File: src/rv_isa_pkg.sv
`default_nettype none

package rv_isa_pkg;

    // Raw RV64 instruction word, fixed 32 bits
    typedef logic [31:0] instr_t;

    // Major opcodes of the supported instructions
    localparam logic [6:0] OPC_OP     = 7'b0110011;
    localparam logic [6:0] OPC_OP_IMM = 7'b0010011;
    localparam logic [6:0] OPC_LUI    = 7'b0110111;
    localparam logic [6:0] OPC_LOAD   = 7'b0000011;
    localparam logic [6:0] OPC_BRANCH = 7'b1100011;
    localparam logic [6:0] OPC_JAL    = 7'b1101111;

    // funct3 values
    localparam logic [2:0] F3_ADD_SUB = 3'b000;
    localparam logic [2:0] F3_SLL     = 3'b001;
    localparam logic [2:0] F3_SRL     = 3'b101;
    localparam logic [2:0] F3_XOR     = 3'b100;
    localparam logic [2:0] F3_OR      = 3'b110;
    localparam logic [2:0] F3_AND     = 3'b111;
    localparam logic [2:0] F3_LD      = 3'b011;
    localparam logic [2:0] F3_BEQ     = 3'b000;
    localparam logic [2:0] F3_BGE     = 3'b101;

    // funct7 values for R-type
    localparam logic [6:0] F7_BASE = 7'b0000000;
    localparam logic [6:0] F7_SUB  = 7'b0100000;

    // Field extraction
    function automatic logic [6:0] opcode_of(instr_t word);
        return word[6:0];
    endfunction

    function automatic logic [2:0] funct3_of(instr_t word);
        return word[14:12];
    endfunction

    function automatic logic [6:0] funct7_of(instr_t word);
        return word[31:25];
    endfunction

endpackage

`default_nettype wire

File: src/cpu_ctrl_pkg.sv
`default_nettype none

package cpu_ctrl_pkg;

    // Sequencer phases, every legal instruction walks FETCH..COMPLETE
    typedef enum logic [2:0] {
        PREPARE  = 3'd0,
        FETCH    = 3'd1,
        LATCH    = 3'd2,
        EXEC     = 3'd3,
        COMPLETE = 3'd4,
        TRAP     = 3'd7
    } ctrl_state_t;

    // Decoded instruction class, held through EXEC and COMPLETE
    typedef enum logic [2:0] {
        CLS_ALU_REG = 3'd0,
        CLS_ALU_IMM = 3'd1,
        CLS_LUI     = 3'd2,
        CLS_LOAD    = 3'd3,
        CLS_BEQ     = 3'd4,
        CLS_BGE     = 3'd5,
        CLS_JAL     = 3'd6,
        CLS_ILLEGAL = 3'd7
    } instr_class_t;

    // ALU operation codes as the datapath ALU expects them
    typedef enum logic [7:0] {
        ALU_ADD  = 8'd0,
        ALU_ADDI = 8'd1,
        ALU_SUB  = 8'd2,
        ALU_SLL  = 8'd5,
        ALU_SRL  = 8'd6,
        ALU_AND  = 8'd7,
        ALU_OR   = 8'd8,
        ALU_XOR  = 8'd10,
        ALU_LUI  = 8'd11
    } alu_op_t;

    // Second ALU operand source
    typedef enum logic [1:0] {
        OP2_REG   = 2'b00,
        OP2_UPPER = 2'b01,
        OP2_IMM   = 2'b10
    } op2_sel_t;

    // Register file write-back source
    typedef enum logic [1:0] {
        REG_SRC_NONE = 2'b00,
        REG_SRC_RAM  = 2'b01,
        REG_SRC_ALU  = 2'b10,
        REG_SRC_PC   = 2'b11
    } reg_src_t;

    // Next PC source, 10 is unused
    typedef enum logic [1:0] {
        PC_SRC_BEQ = 2'b00,
        PC_SRC_JAL = 2'b01,
        PC_SRC_BGE = 2'b11
    } pc_src_t;

endpackage

`default_nettype wire

File: src/instr_decoder.sv
`timescale 1ns/1ps
`default_nettype none

module instr_decoder
    import rv_isa_pkg::*;
    import cpu_ctrl_pkg::*;
(
    input  logic         clk,
    input  logic         reset,
    input  logic         latch,
    input  instr_t       instr,
    output logic         illegal,
    output instr_class_t cls,
    output alu_op_t      alu_code
);

    logic [6:0]   opcode;
    logic [2:0]   funct3;
    logic [6:0]   funct7;
    logic         r_base;
    instr_class_t next_cls;
    alu_op_t      next_alu;

    assign opcode = opcode_of(instr);
    assign funct3 = funct3_of(instr);
    assign funct7 = funct7_of(instr);

    // Plain R-type with zero funct7
    assign r_base = (opcode == OPC_OP) && (funct7 == F7_BASE);

    // Priority chain where the first match wins
    always_comb begin
        next_cls = CLS_ILLEGAL;
        next_alu = ALU_ADD;
        if (opcode == OPC_OP_IMM && funct3 == F3_ADD_SUB) begin
            next_cls = CLS_ALU_IMM;
            next_alu = ALU_ADDI;
        end else if (r_base && funct3 == F3_ADD_SUB) begin
            next_cls = CLS_ALU_REG;
            next_alu = ALU_ADD;
        end else if (opcode == OPC_OP && funct7 == F7_SUB && funct3 == F3_ADD_SUB) begin
            next_cls = CLS_ALU_REG;
            next_alu = ALU_SUB;
        end else if (r_base && funct3 == F3_SLL) begin
            next_cls = CLS_ALU_REG;
            next_alu = ALU_SLL;
        end else if (r_base && funct3 == F3_SRL) begin
            next_cls = CLS_ALU_REG;
            next_alu = ALU_SRL;
        end else if (r_base && funct3 == F3_OR) begin
            next_cls = CLS_ALU_REG;
            next_alu = ALU_OR;
        end else if (r_base && funct3 == F3_AND) begin
            next_cls = CLS_ALU_REG;
            next_alu = ALU_AND;
        end else if (r_base && funct3 == F3_XOR) begin
            next_cls = CLS_ALU_REG;
            next_alu = ALU_XOR;
        end else if (opcode == OPC_LOAD && funct3 == F3_LD) begin
            next_cls = CLS_LOAD;
        end else if (opcode == OPC_BRANCH && funct3 == F3_BEQ) begin
            next_cls = CLS_BEQ;
        end else if (opcode == OPC_BRANCH && funct3 == F3_BGE) begin
            next_cls = CLS_BGE;
        end else if (opcode == OPC_JAL) begin
            next_cls = CLS_JAL;
        end else if (opcode == OPC_OP_IMM && funct3 == F3_XOR) begin
            next_cls = CLS_ALU_IMM;
            next_alu = ALU_XOR;
        end else if (opcode == OPC_LUI) begin
            next_cls = CLS_LUI;
            next_alu = ALU_LUI;
        end
    end

    // Only meaningful while latch is high
    assign illegal = (next_cls == CLS_ILLEGAL);

    // Class and ALU code stay put until the next LATCH
    always_ff @(posedge clk) begin
        if (reset) begin
            cls      <= CLS_ILLEGAL;
            alu_code <= ALU_ADD;
        end else if (latch) begin
            cls      <= next_cls;
            alu_code <= next_alu;
        end
    end

    // Instruction memory must present a known word during LATCH
    a_instr_known: assert property (
        @(posedge clk) disable iff (reset)
        latch |-> !$isunknown(instr)
    ) else $error("instruction word unknown while latching");

endmodule

`default_nettype wire

File: src/ctrl_sequencer.sv
`timescale 1ns/1ps
`default_nettype none

module ctrl_sequencer
    import cpu_ctrl_pkg::*;
(
    input  logic        clk,
    input  logic        reset,
    input  logic        illegal,
    output ctrl_state_t state,
    output logic        latch
);

    ctrl_state_t next_state;

    always_ff @(posedge clk) begin
        if (reset) begin
            state <= PREPARE;
        end else begin
            state <= next_state;
        end
    end

    always_comb begin
        case (state)
            PREPARE:  next_state = FETCH;
            FETCH:    next_state = LATCH;
            // Unknown word parks the unit until reset
            LATCH:    next_state = illegal ? TRAP : EXEC;
            EXEC:     next_state = COMPLETE;
            COMPLETE: next_state = FETCH;
            TRAP:     next_state = TRAP;
            default:  next_state = TRAP;
        endcase
    end

    // Decoder capture strobe
    assign latch = (state == LATCH);

    a_state_legal: assert property (
        @(posedge clk) disable iff (reset)
        state inside {PREPARE, FETCH, LATCH, EXEC, COMPLETE, TRAP}
    ) else $error("sequencer state out of range");

    a_trap_sticky: assert property (
        @(posedge clk) disable iff (reset)
        (state == TRAP) |=> (state == TRAP)
    ) else $error("TRAP left without reset");

endmodule

`default_nettype wire

File: src/ctrl_signal_gen.sv
`timescale 1ns/1ps
`default_nettype none

module ctrl_signal_gen
    import cpu_ctrl_pkg::*;
(
    input  ctrl_state_t  state,
    input  instr_class_t cls,
    input  alu_op_t      alu_code,
    output logic         ram_cs,
    output logic         ram_we,
    output logic         ram_oe,
    output logic         pc_en,
    output pc_src_t      pc_in_dir,
    output logic         pc_sign,
    output logic         ir_en,
    output logic         reg_en,
    output logic         reg_we,
    output reg_src_t     reg_in_dir,
    output logic         alu_en,
    output alu_op_t      alu_op,
    output op2_sel_t     op2_dir
);

    // Store path is gone, RAM is never written
    assign ram_we = 1'b0;

    always_comb begin
        ram_cs     = 1'b0;
        ram_oe     = 1'b0;
        pc_en      = 1'b0;
        pc_in_dir  = PC_SRC_BEQ;
        pc_sign    = 1'b0;
        ir_en      = 1'b0;
        reg_en     = 1'b0;
        reg_we     = 1'b0;
        reg_in_dir = REG_SRC_NONE;
        alu_en     = 1'b0;
        alu_op     = ALU_ADD;
        op2_dir    = OP2_REG;

        case (state)
            FETCH: begin
                // Read instruction at PC and step PC
                ram_cs = 1'b1;
                ram_oe = 1'b1;
                pc_en  = 1'b1;
            end
            LATCH: begin
                ir_en = 1'b1;
            end
            EXEC: begin
                case (cls)
                    CLS_ALU_REG, CLS_ALU_IMM, CLS_LUI: begin
                        alu_en = 1'b1;
                        alu_op = alu_code;
                        if (cls == CLS_ALU_IMM) begin
                            op2_dir = OP2_IMM;
                        end else if (cls == CLS_LUI) begin
                            op2_dir = OP2_UPPER;
                        end
                    end
                    CLS_LOAD: begin
                        ram_cs = 1'b1;
                        ram_oe = 1'b1;
                    end
                    // Compare by subtraction
                    CLS_BEQ, CLS_BGE: begin
                        alu_en = 1'b1;
                        alu_op = ALU_SUB;
                    end
                    // Link address goes to rd
                    CLS_JAL: begin
                        reg_en     = 1'b1;
                        reg_we     = 1'b1;
                        reg_in_dir = REG_SRC_PC;
                    end
                    default: ;
                endcase
            end
            COMPLETE: begin
                case (cls)
                    CLS_ALU_REG, CLS_ALU_IMM, CLS_LUI: begin
                        reg_en     = 1'b1;
                        reg_we     = 1'b1;
                        reg_in_dir = REG_SRC_ALU;
                    end
                    CLS_LOAD: begin
                        reg_en     = 1'b1;
                        reg_we     = 1'b1;
                        reg_in_dir = REG_SRC_RAM;
                    end
                    CLS_BEQ, CLS_BGE, CLS_JAL: begin
                        pc_en   = 1'b1;
                        pc_sign = 1'b1;
                        if (cls == CLS_BGE) begin
                            pc_in_dir = PC_SRC_BGE;
                        end else if (cls == CLS_JAL) begin
                            pc_in_dir = PC_SRC_JAL;
                        end
                    end
                    default: ;
                endcase
            end
            // PREPARE and TRAP drive nothing
            default: ;
        endcase
    end

    // ALU and RAM share no cycle, and a write needs the file enabled
    always_comb begin
        a_no_bus_clash: assert (!(alu_en && ram_cs))
            else $error("alu_en and ram_cs high together");
        a_we_needs_en: assert (!(reg_we && !reg_en))
            else $error("reg_we without reg_en");
    end

endmodule

`default_nettype wire

File: src/cpu_ctrl.sv
`timescale 1ns/1ps
`default_nettype none

module cpu_ctrl
    import rv_isa_pkg::*;
    import cpu_ctrl_pkg::*;
(
    input  logic     clk,
    input  logic     reset,
    input  instr_t   instr,
    output logic     ram_cs,
    output logic     ram_we,
    output logic     ram_oe,
    output logic     pc_en,
    output pc_src_t  pc_in_dir,
    output logic     pc_sign,
    output logic     ir_en,
    output logic     reg_en,
    output logic     reg_we,
    output reg_src_t reg_in_dir,
    output logic     alu_en,
    output alu_op_t  alu_op,
    output op2_sel_t op2_dir
);

    ctrl_state_t  state;
    logic         latch;
    logic         illegal;
    instr_class_t cls;
    alu_op_t      alu_code;

    instr_decoder u_decoder (
        .clk      (clk),
        .reset    (reset),
        .latch    (latch),
        .instr    (instr),
        .illegal  (illegal),
        .cls      (cls),
        .alu_code (alu_code)
    );

    ctrl_sequencer u_sequencer (
        .clk     (clk),
        .reset   (reset),
        .illegal (illegal),
        .state   (state),
        .latch   (latch)
    );

    ctrl_signal_gen u_signal_gen (
        .state      (state),
        .cls        (cls),
        .alu_code   (alu_code),
        .ram_cs     (ram_cs),
        .ram_we     (ram_we),
        .ram_oe     (ram_oe),
        .pc_en      (pc_en),
        .pc_in_dir  (pc_in_dir),
        .pc_sign    (pc_sign),
        .ir_en      (ir_en),
        .reg_en     (reg_en),
        .reg_we     (reg_we),
        .reg_in_dir (reg_in_dir),
        .alu_en     (alu_en),
        .alu_op     (alu_op),
        .op2_dir    (op2_dir)
    );

endmodule

`default_nettype wire

File: config.mk
export PLATFORM = sky130hd
export DESIGN_NAME = cpu_ctrl
export DESIGN_NICKNAME = d
export VERILOG_FILES = /design/src/rv_isa_pkg.sv /design/src/cpu_ctrl_pkg.sv /design/src/instr_decoder.sv /design/src/ctrl_sequencer.sv /design/src/ctrl_signal_gen.sv /design/src/cpu_ctrl.sv
export SDC_FILE = /design/constraint.sdc
export NUM_CORES = 1
export LEC_CHECK = 0
export BUFFER_PORTS_ARGS = -buffer_cell sky130_fd_sc_hd__clkbuf_2
export CAP_MARGIN = 20
export CORE_AREA = 2 2 50 52
export CTS_CLUSTER_SIZE = 14
export DETAILED_ROUTE_END_ITERATION = 10
export DIE_AREA = 0 0 52 54
export PLACE_DENSITY = 0.78
export SYNTH_ARGS = -nofsm -noshare
export SYNTH_HDL_FRONTEND = slang
export SYNTH_HIERARCHICAL = 1
export SYNTH_SLANG_ARGS = --single-unit
File: constraint.sdc
create_clock -name clk -period 5.4 [get_ports clk]
set_clock_uncertainty 0.1 [all_clocks]
set_input_delay 1.08 -clock clk [delete_from_list [all_inputs] [get_ports clk]]
set_output_delay 1.08 -clock clk [all_outputs]
set_load 0.005 [all_outputs]
# Yosys cells after proc, flatten, opt, wreduce, memory -nomap -nowiden
# Cells that the tools add are included.
# word_totals
ff_bits,14
in_bits,34
out_inout_bits,23
wordCells,105
# classes
n_eq_ne,24
n_mux,54
reduce_logical,24
# op_table
op,count
$mux 8,14
$mux 3,15
$eq 3x3->1 const B,9
$eq 7x6->1 const B,3
$pmux 8 s2,1
$eq 3x2->1 const B,5
$eq 7x7->1 const B,2
$logic_and 1x1->1,14
$mux 2,7
$pmux 3 s4,1
$mux 1,10
$eq 3x1->1 const B,3
$logic_not 3->1,3
$pmux 2 s2,2
$eq 7x2->1 const B,1
$eq 7x5->1 const B,1
$logic_not 7->1,1
$pmux 1 s2,3
$reduce_or 3->1,2
$reduce_or 5->1,1
$mux 4,1
$reduce_or 2->1,2
$reduce_or 4->1,1

# Longest topological paths before layout
# depth
ltp_word,18
ltp_mapped,8

# Modules after synthesis
# The synthesis kept the hierarchy.
# modules_own_cells
mod,n_inst,cells_per_inst,area_each_um2,seq_area_each_um2
instr_decoder,1,81,639.4,140.1
ctrl_signal_gen,1,45,287.8,0.0
ctrl_sequencer,1,10,100.1,60.1

# Worst setup path after synthesis
# No wires, ideal clock.
# synth_path
path_kind,input to register
from,input instr[12]
to,register u_sequencer.state[2]
t_arrival_ns,2.418
t_required_ns,5.179
path_slack_ns,2.761
path_stages,8
n_path_buf,1
path_cell_list,buf_6 or3_4 or3_1 a21boi_1 o21ai_1 and3b_1 o21ai_0 a21oi_1
# synth_via
elab_chain_len,18
# synth_lines
item,line_no,source
from (decl),cpu_ctrl.sv:10,"input instr_t instr,"
$eq 3x3->1,"instr_decoder.sv:56, instr_decoder.sv:67",
$logic_and 1x1->1,instr_decoder.sv:67,end else if (opcode == OPC_OP_IMM && funct3 == F3_XOR) begin
$mux 3,instr_decoder.sv:67,
$mux 3,instr_decoder.sv:65,end else if (opcode == OPC_JAL) begin
$mux 3,instr_decoder.sv:63,end else if (opcode == OPC_BRANCH && funct3 == F3_BGE) begin
$mux 3,instr_decoder.sv:61,end else if (opcode == OPC_BRANCH && funct3 == F3_BEQ) begin
$mux 3,instr_decoder.sv:59,end else if (opcode == OPC_LOAD && funct3 == F3_LD) begin
$mux 3,instr_decoder.sv:56,end else if (r_base && funct3 == F3_XOR) begin
(+3 left out),n/a,
$mux 3,instr_decoder.sv:44,end else if (r_base && funct3 == F3_SLL) begin
$mux 3,instr_decoder.sv:41,end else if (opcode == OPC_OP && funct7 == F7_SUB && funct3 == F3_ADD_SUB) begin
$mux 3,instr_decoder.sv:38,end else if (r_base && funct3 == F3_ADD_SUB) begin
$mux 3 (*),instr_decoder.sv:35,if (opcode == OPC_OP_IMM && funct3 == F3_ADD_SUB) begin
$eq 3x3->1 (*),instr_decoder.sv:77,assign illegal = (next_cls == CLS_ILLEGAL);
net illegal,cpu_ctrl.sv:28,logic illegal;
$mux 3 (*),ctrl_sequencer.sv:29,LATCH: next_state = illegal ? TRAP : EXEC;
$pmux 3 s4 (*),ctrl_sequencer.sv:25,case (state)
to (signal assigned),ctrl_sequencer.sv:20,state <= next_state;
to (decl),ctrl_sequencer.sv:10,"output ctrl_state_t state,"
# The timed path passes the listed nets; every way through them passes the cells marked *.
# A chain may end at the register's enable or synchronous reset.

# Worst setup path after layout
# layout_path
from,input instr[2]
to,register u_sequencer.state[2]
# layout_via
elab_chain_len,18
# layout_lines
item,line_no
$eq 7x6->1 / $eq 7x5->1 (equally long branches),"instr_decoder.sv:70, instr_decoder.sv:35, instr_decoder.sv:67"
$mux 3 / $logic_and 1x1->1 (equally long branches),"instr_decoder.sv:70, instr_decoder.sv:67"
$mux 3,instr_decoder.sv:67
$mux 3,instr_decoder.sv:65
$mux 3,instr_decoder.sv:63
$mux 3,instr_decoder.sv:61
$mux 3,instr_decoder.sv:59
$mux 3,instr_decoder.sv:56
(+3 left out),n/a
$mux 3,instr_decoder.sv:44
$mux 3,instr_decoder.sv:41
$mux 3,instr_decoder.sv:38
$mux 3 (*),instr_decoder.sv:35
$eq 3x3->1 (*),instr_decoder.sv:77
net illegal,cpu_ctrl.sv:28
$mux 3 (*),ctrl_sequencer.sv:29
$pmux 3 s4 (*),ctrl_sequencer.sv:25
# Marked as above.

==> flow_summary.toml <==
[yosys]
synth.area.top_cells = "dfxtp_1, nor3_1, buf_4, a21oi_1, inv_1"
ys.flop_type = "dfxtp_1"
synth_edf_count = 0
synth-seq-area-share_pct = 19.49
ys_types = 49
synth.avg_cell_area_um2 = 7.553
synth_top_area_share_pct = 19.49
netlist_area_um2 = 1027
synthArstFlopShare_pct = 0
netlist_instances = 136
synth.most_common_cell = "nor3_1"
yosysTopAreaCell = "dfxtp_1"
synth_common_cells = "nor3_1, inv_1, a21oi_1, dfxtp_1, nor2_1"
synth_seq_cells = 10
synth_warnings = 6

[final_layout]
final_cells = 196
drive_above_1_share_pct = 28.92
area_growth_syn_to_layout_pct = 15.71
fin_util_pct = 51.24
fin_nets = 202
n_fill_cell = 230
antenna_cells = 0

[clock_tree]
cts_num_sinks = 10
cts_buffers = 3
cts-root-buf = "clkbuf_4"
clkTransAtPathRegs_ns = 0.06
clk_latency_ns = 0.25
cts_setup_buffers = 0
cts_tree = "built"
holdBufCountCts = 0
cts_resized = 0
cts_max_level = 1
clockBufferDepth = 2

[worst_setup_path]
cp_max_fo = 7
crit_path_end_kind = "register"
worstSetupPathType = "input port to register"
crit_start = "instr[2]"
reg2reg_from = "u_sequencer/state[1]$_SDFF_PP0_"
start_kind = "input port"
crit_required_ns = 5.44
worstPathArrival_ns = 2.75

[drt]
viasPerCell = 5.526
ant_nets = 0
drt_iter0_markers = 17
route.detailed.drc = 0
via_count = 1083
dr.pass1.iters = 4
routed_wl_um = 2449
avgRoutedWirePerCell_um = 12.49

[global_routing]
grt_remaining_overflow = 0
grt_pass1_wl_um = 4202
grt_pass1_vias = 970
grt_antenna_before_repair = 0
grt.total_usage_pct = 19.30
grt_max_degree = 15

[die]
core_um2 = 2320
dieArea_um2 = 2808
rows = 18
die_y_um = 54
initial_core_util_pct = 44.28
ioPinCount = 57
die_x_um = 52

[sta]
setup_viol = 0
rsz0062_at_grt = "no"
max_freq_mhz = 368.2
period_share_pct = 50.30
max_slew_margin_pct = 51.60
report.final.hold_viol_count = 0
period_needed_ns = 2.716
hold-worst-slack_ns = 0.3605
slew_viol_final = 0
worst_slew_pin_slew_ns = 0.7244
tns_ns = 0

[placement]
dp.cells = 193
io_buffers = 36
hpwlAfterDp_um = 1970
gp_congestion = 0.8815

[power]
leakage_uw = 0.0004658
internal_power_uw = 128.4
combinationalPowerShare_pct = 29.0
clkPwrFrac_pct = 24.2
vdd_drop_max_mv = 0.07179
seqPwrFrac_pct = 46.8
powerDensity_nw_per_um2 = 157.5
switching_share_pct = 31.38
p_switching_uw = 58.72

[status]
status = "finished clean"

[job]
drv_cap = 0

[min_path]
hp-start = "u_decoder/alu_code[3]$_SDFFE_PP0P_"
holdCritPathClass = "register to register"
## layer usage
| metal | part of all wire [%] | track usage, % | up-vias |
|---|---|---|---|
| met2 | 48 | 35.02 | 52 |
| met5 | 0 | 0 | - |
| li1 | - | - | 549 |
| met3 | 7.9 | 1.111 | 4 |
| met4 | 1.2 | 8.333 | 0 |
| met1 | 43 | 23.50 | 478 |
## stage by stage
stage | cell area (um2) | power, uW | setup WS (ns)
3_5_place_dp | 1166 | 142.3 | 2.439
2_1_floorplan | 1039 | 127.6 | 2.761
6_report | 1189 | 187.2 | 2.684
5_1_grt | 1189 | 201.7 | 2.531
4_1_cts | 1189 | 188.4 | 2.687
3_3_place_gp | 1166 | 139.6 | 2.516
## kinds of logic (layout without fill, tap and decap cells)
group / after synthesis / after routing / synth area share [%]
compound gates: 36 / 36 / 24.36
buf+inv: 23 / 50 / 12.79
other cells: 2 / 5 / 0.7311
xor+xnor: 3 / 3 / 2.558
flops: 10 / 10 / 19.49
simple gates: 62 / 62 / 40.07
## power by group through the flow
stage	clock (uW)	sequential [uW]	combinational, uW
detailed placement	0	89.0	53.3
floorplan	0	85.6	42.0
global placement	0	88.4	51.2
finish	45.3	87.6	54.2
global route	51.9	89.4	60.4
CTS	47.1	87.5	53.8
## final cells by class
class	instances	area (um2)	area share, %
Multi-Input combinational cell	106	706.9	59.47
Sequential cell	10	200.2	16.84
Timing Repair Buffer	36	180.2	15.16
Inverter	11	41.29	3.474
Tap cell	30	37.54	3.158
Clock buffer	3	22.52	1.895
## cell usage in the layout, fill, tap and decap left out, types with 3 or more instances in the layout
cell      Yosys  layout
clkbuf_2      0      36
nor3_1       14      14
a21oi_1      10      10
nor3b_1       4       4
xnor2_1       3       3
clkbuf_4      0       3
nor2_1       10      10
o22ai_1       5       5
inv_1        11      11
dfxtp_1      10      10
nand2_1       7       7
nand2b_1      3       3
a211oi_1      3       3
conb_1        2       5
## critical path, cell delays in order
cell and delay [ns]:
clkbuf_2 0.13, nand4bb_1 0.35, nand4bb_4 0.36, nor3_2 0.30, a211oi_1 0.09, and3b_1 0.19, o21ai_0 0.16, a21oi_1 0.09
## flip-flops by register name (all words and copies together), names as in the netlist
signal,cells
u_decoder/alu_code,4
u_decoder/cls,3
u_sequencer/state,3
## worst paths after layout
path              cells after the start                                 end  slack [ns]
hold / removal                        2  u_decoder/alu_code[3]$_SDFFE_PP0P_        0.36
hold reg to reg                       2  u_decoder/alu_code[3]$_SDFFE_PP0P_        0.36
setup reg to reg                      5  u_decoder/alu_code[3]$_SDFFE_PP0P_        3.25
setup / recovery                      8     u_sequencer/state[2]$_SDFF_PP0_        2.68
Power figures use the tool's default switching activity.
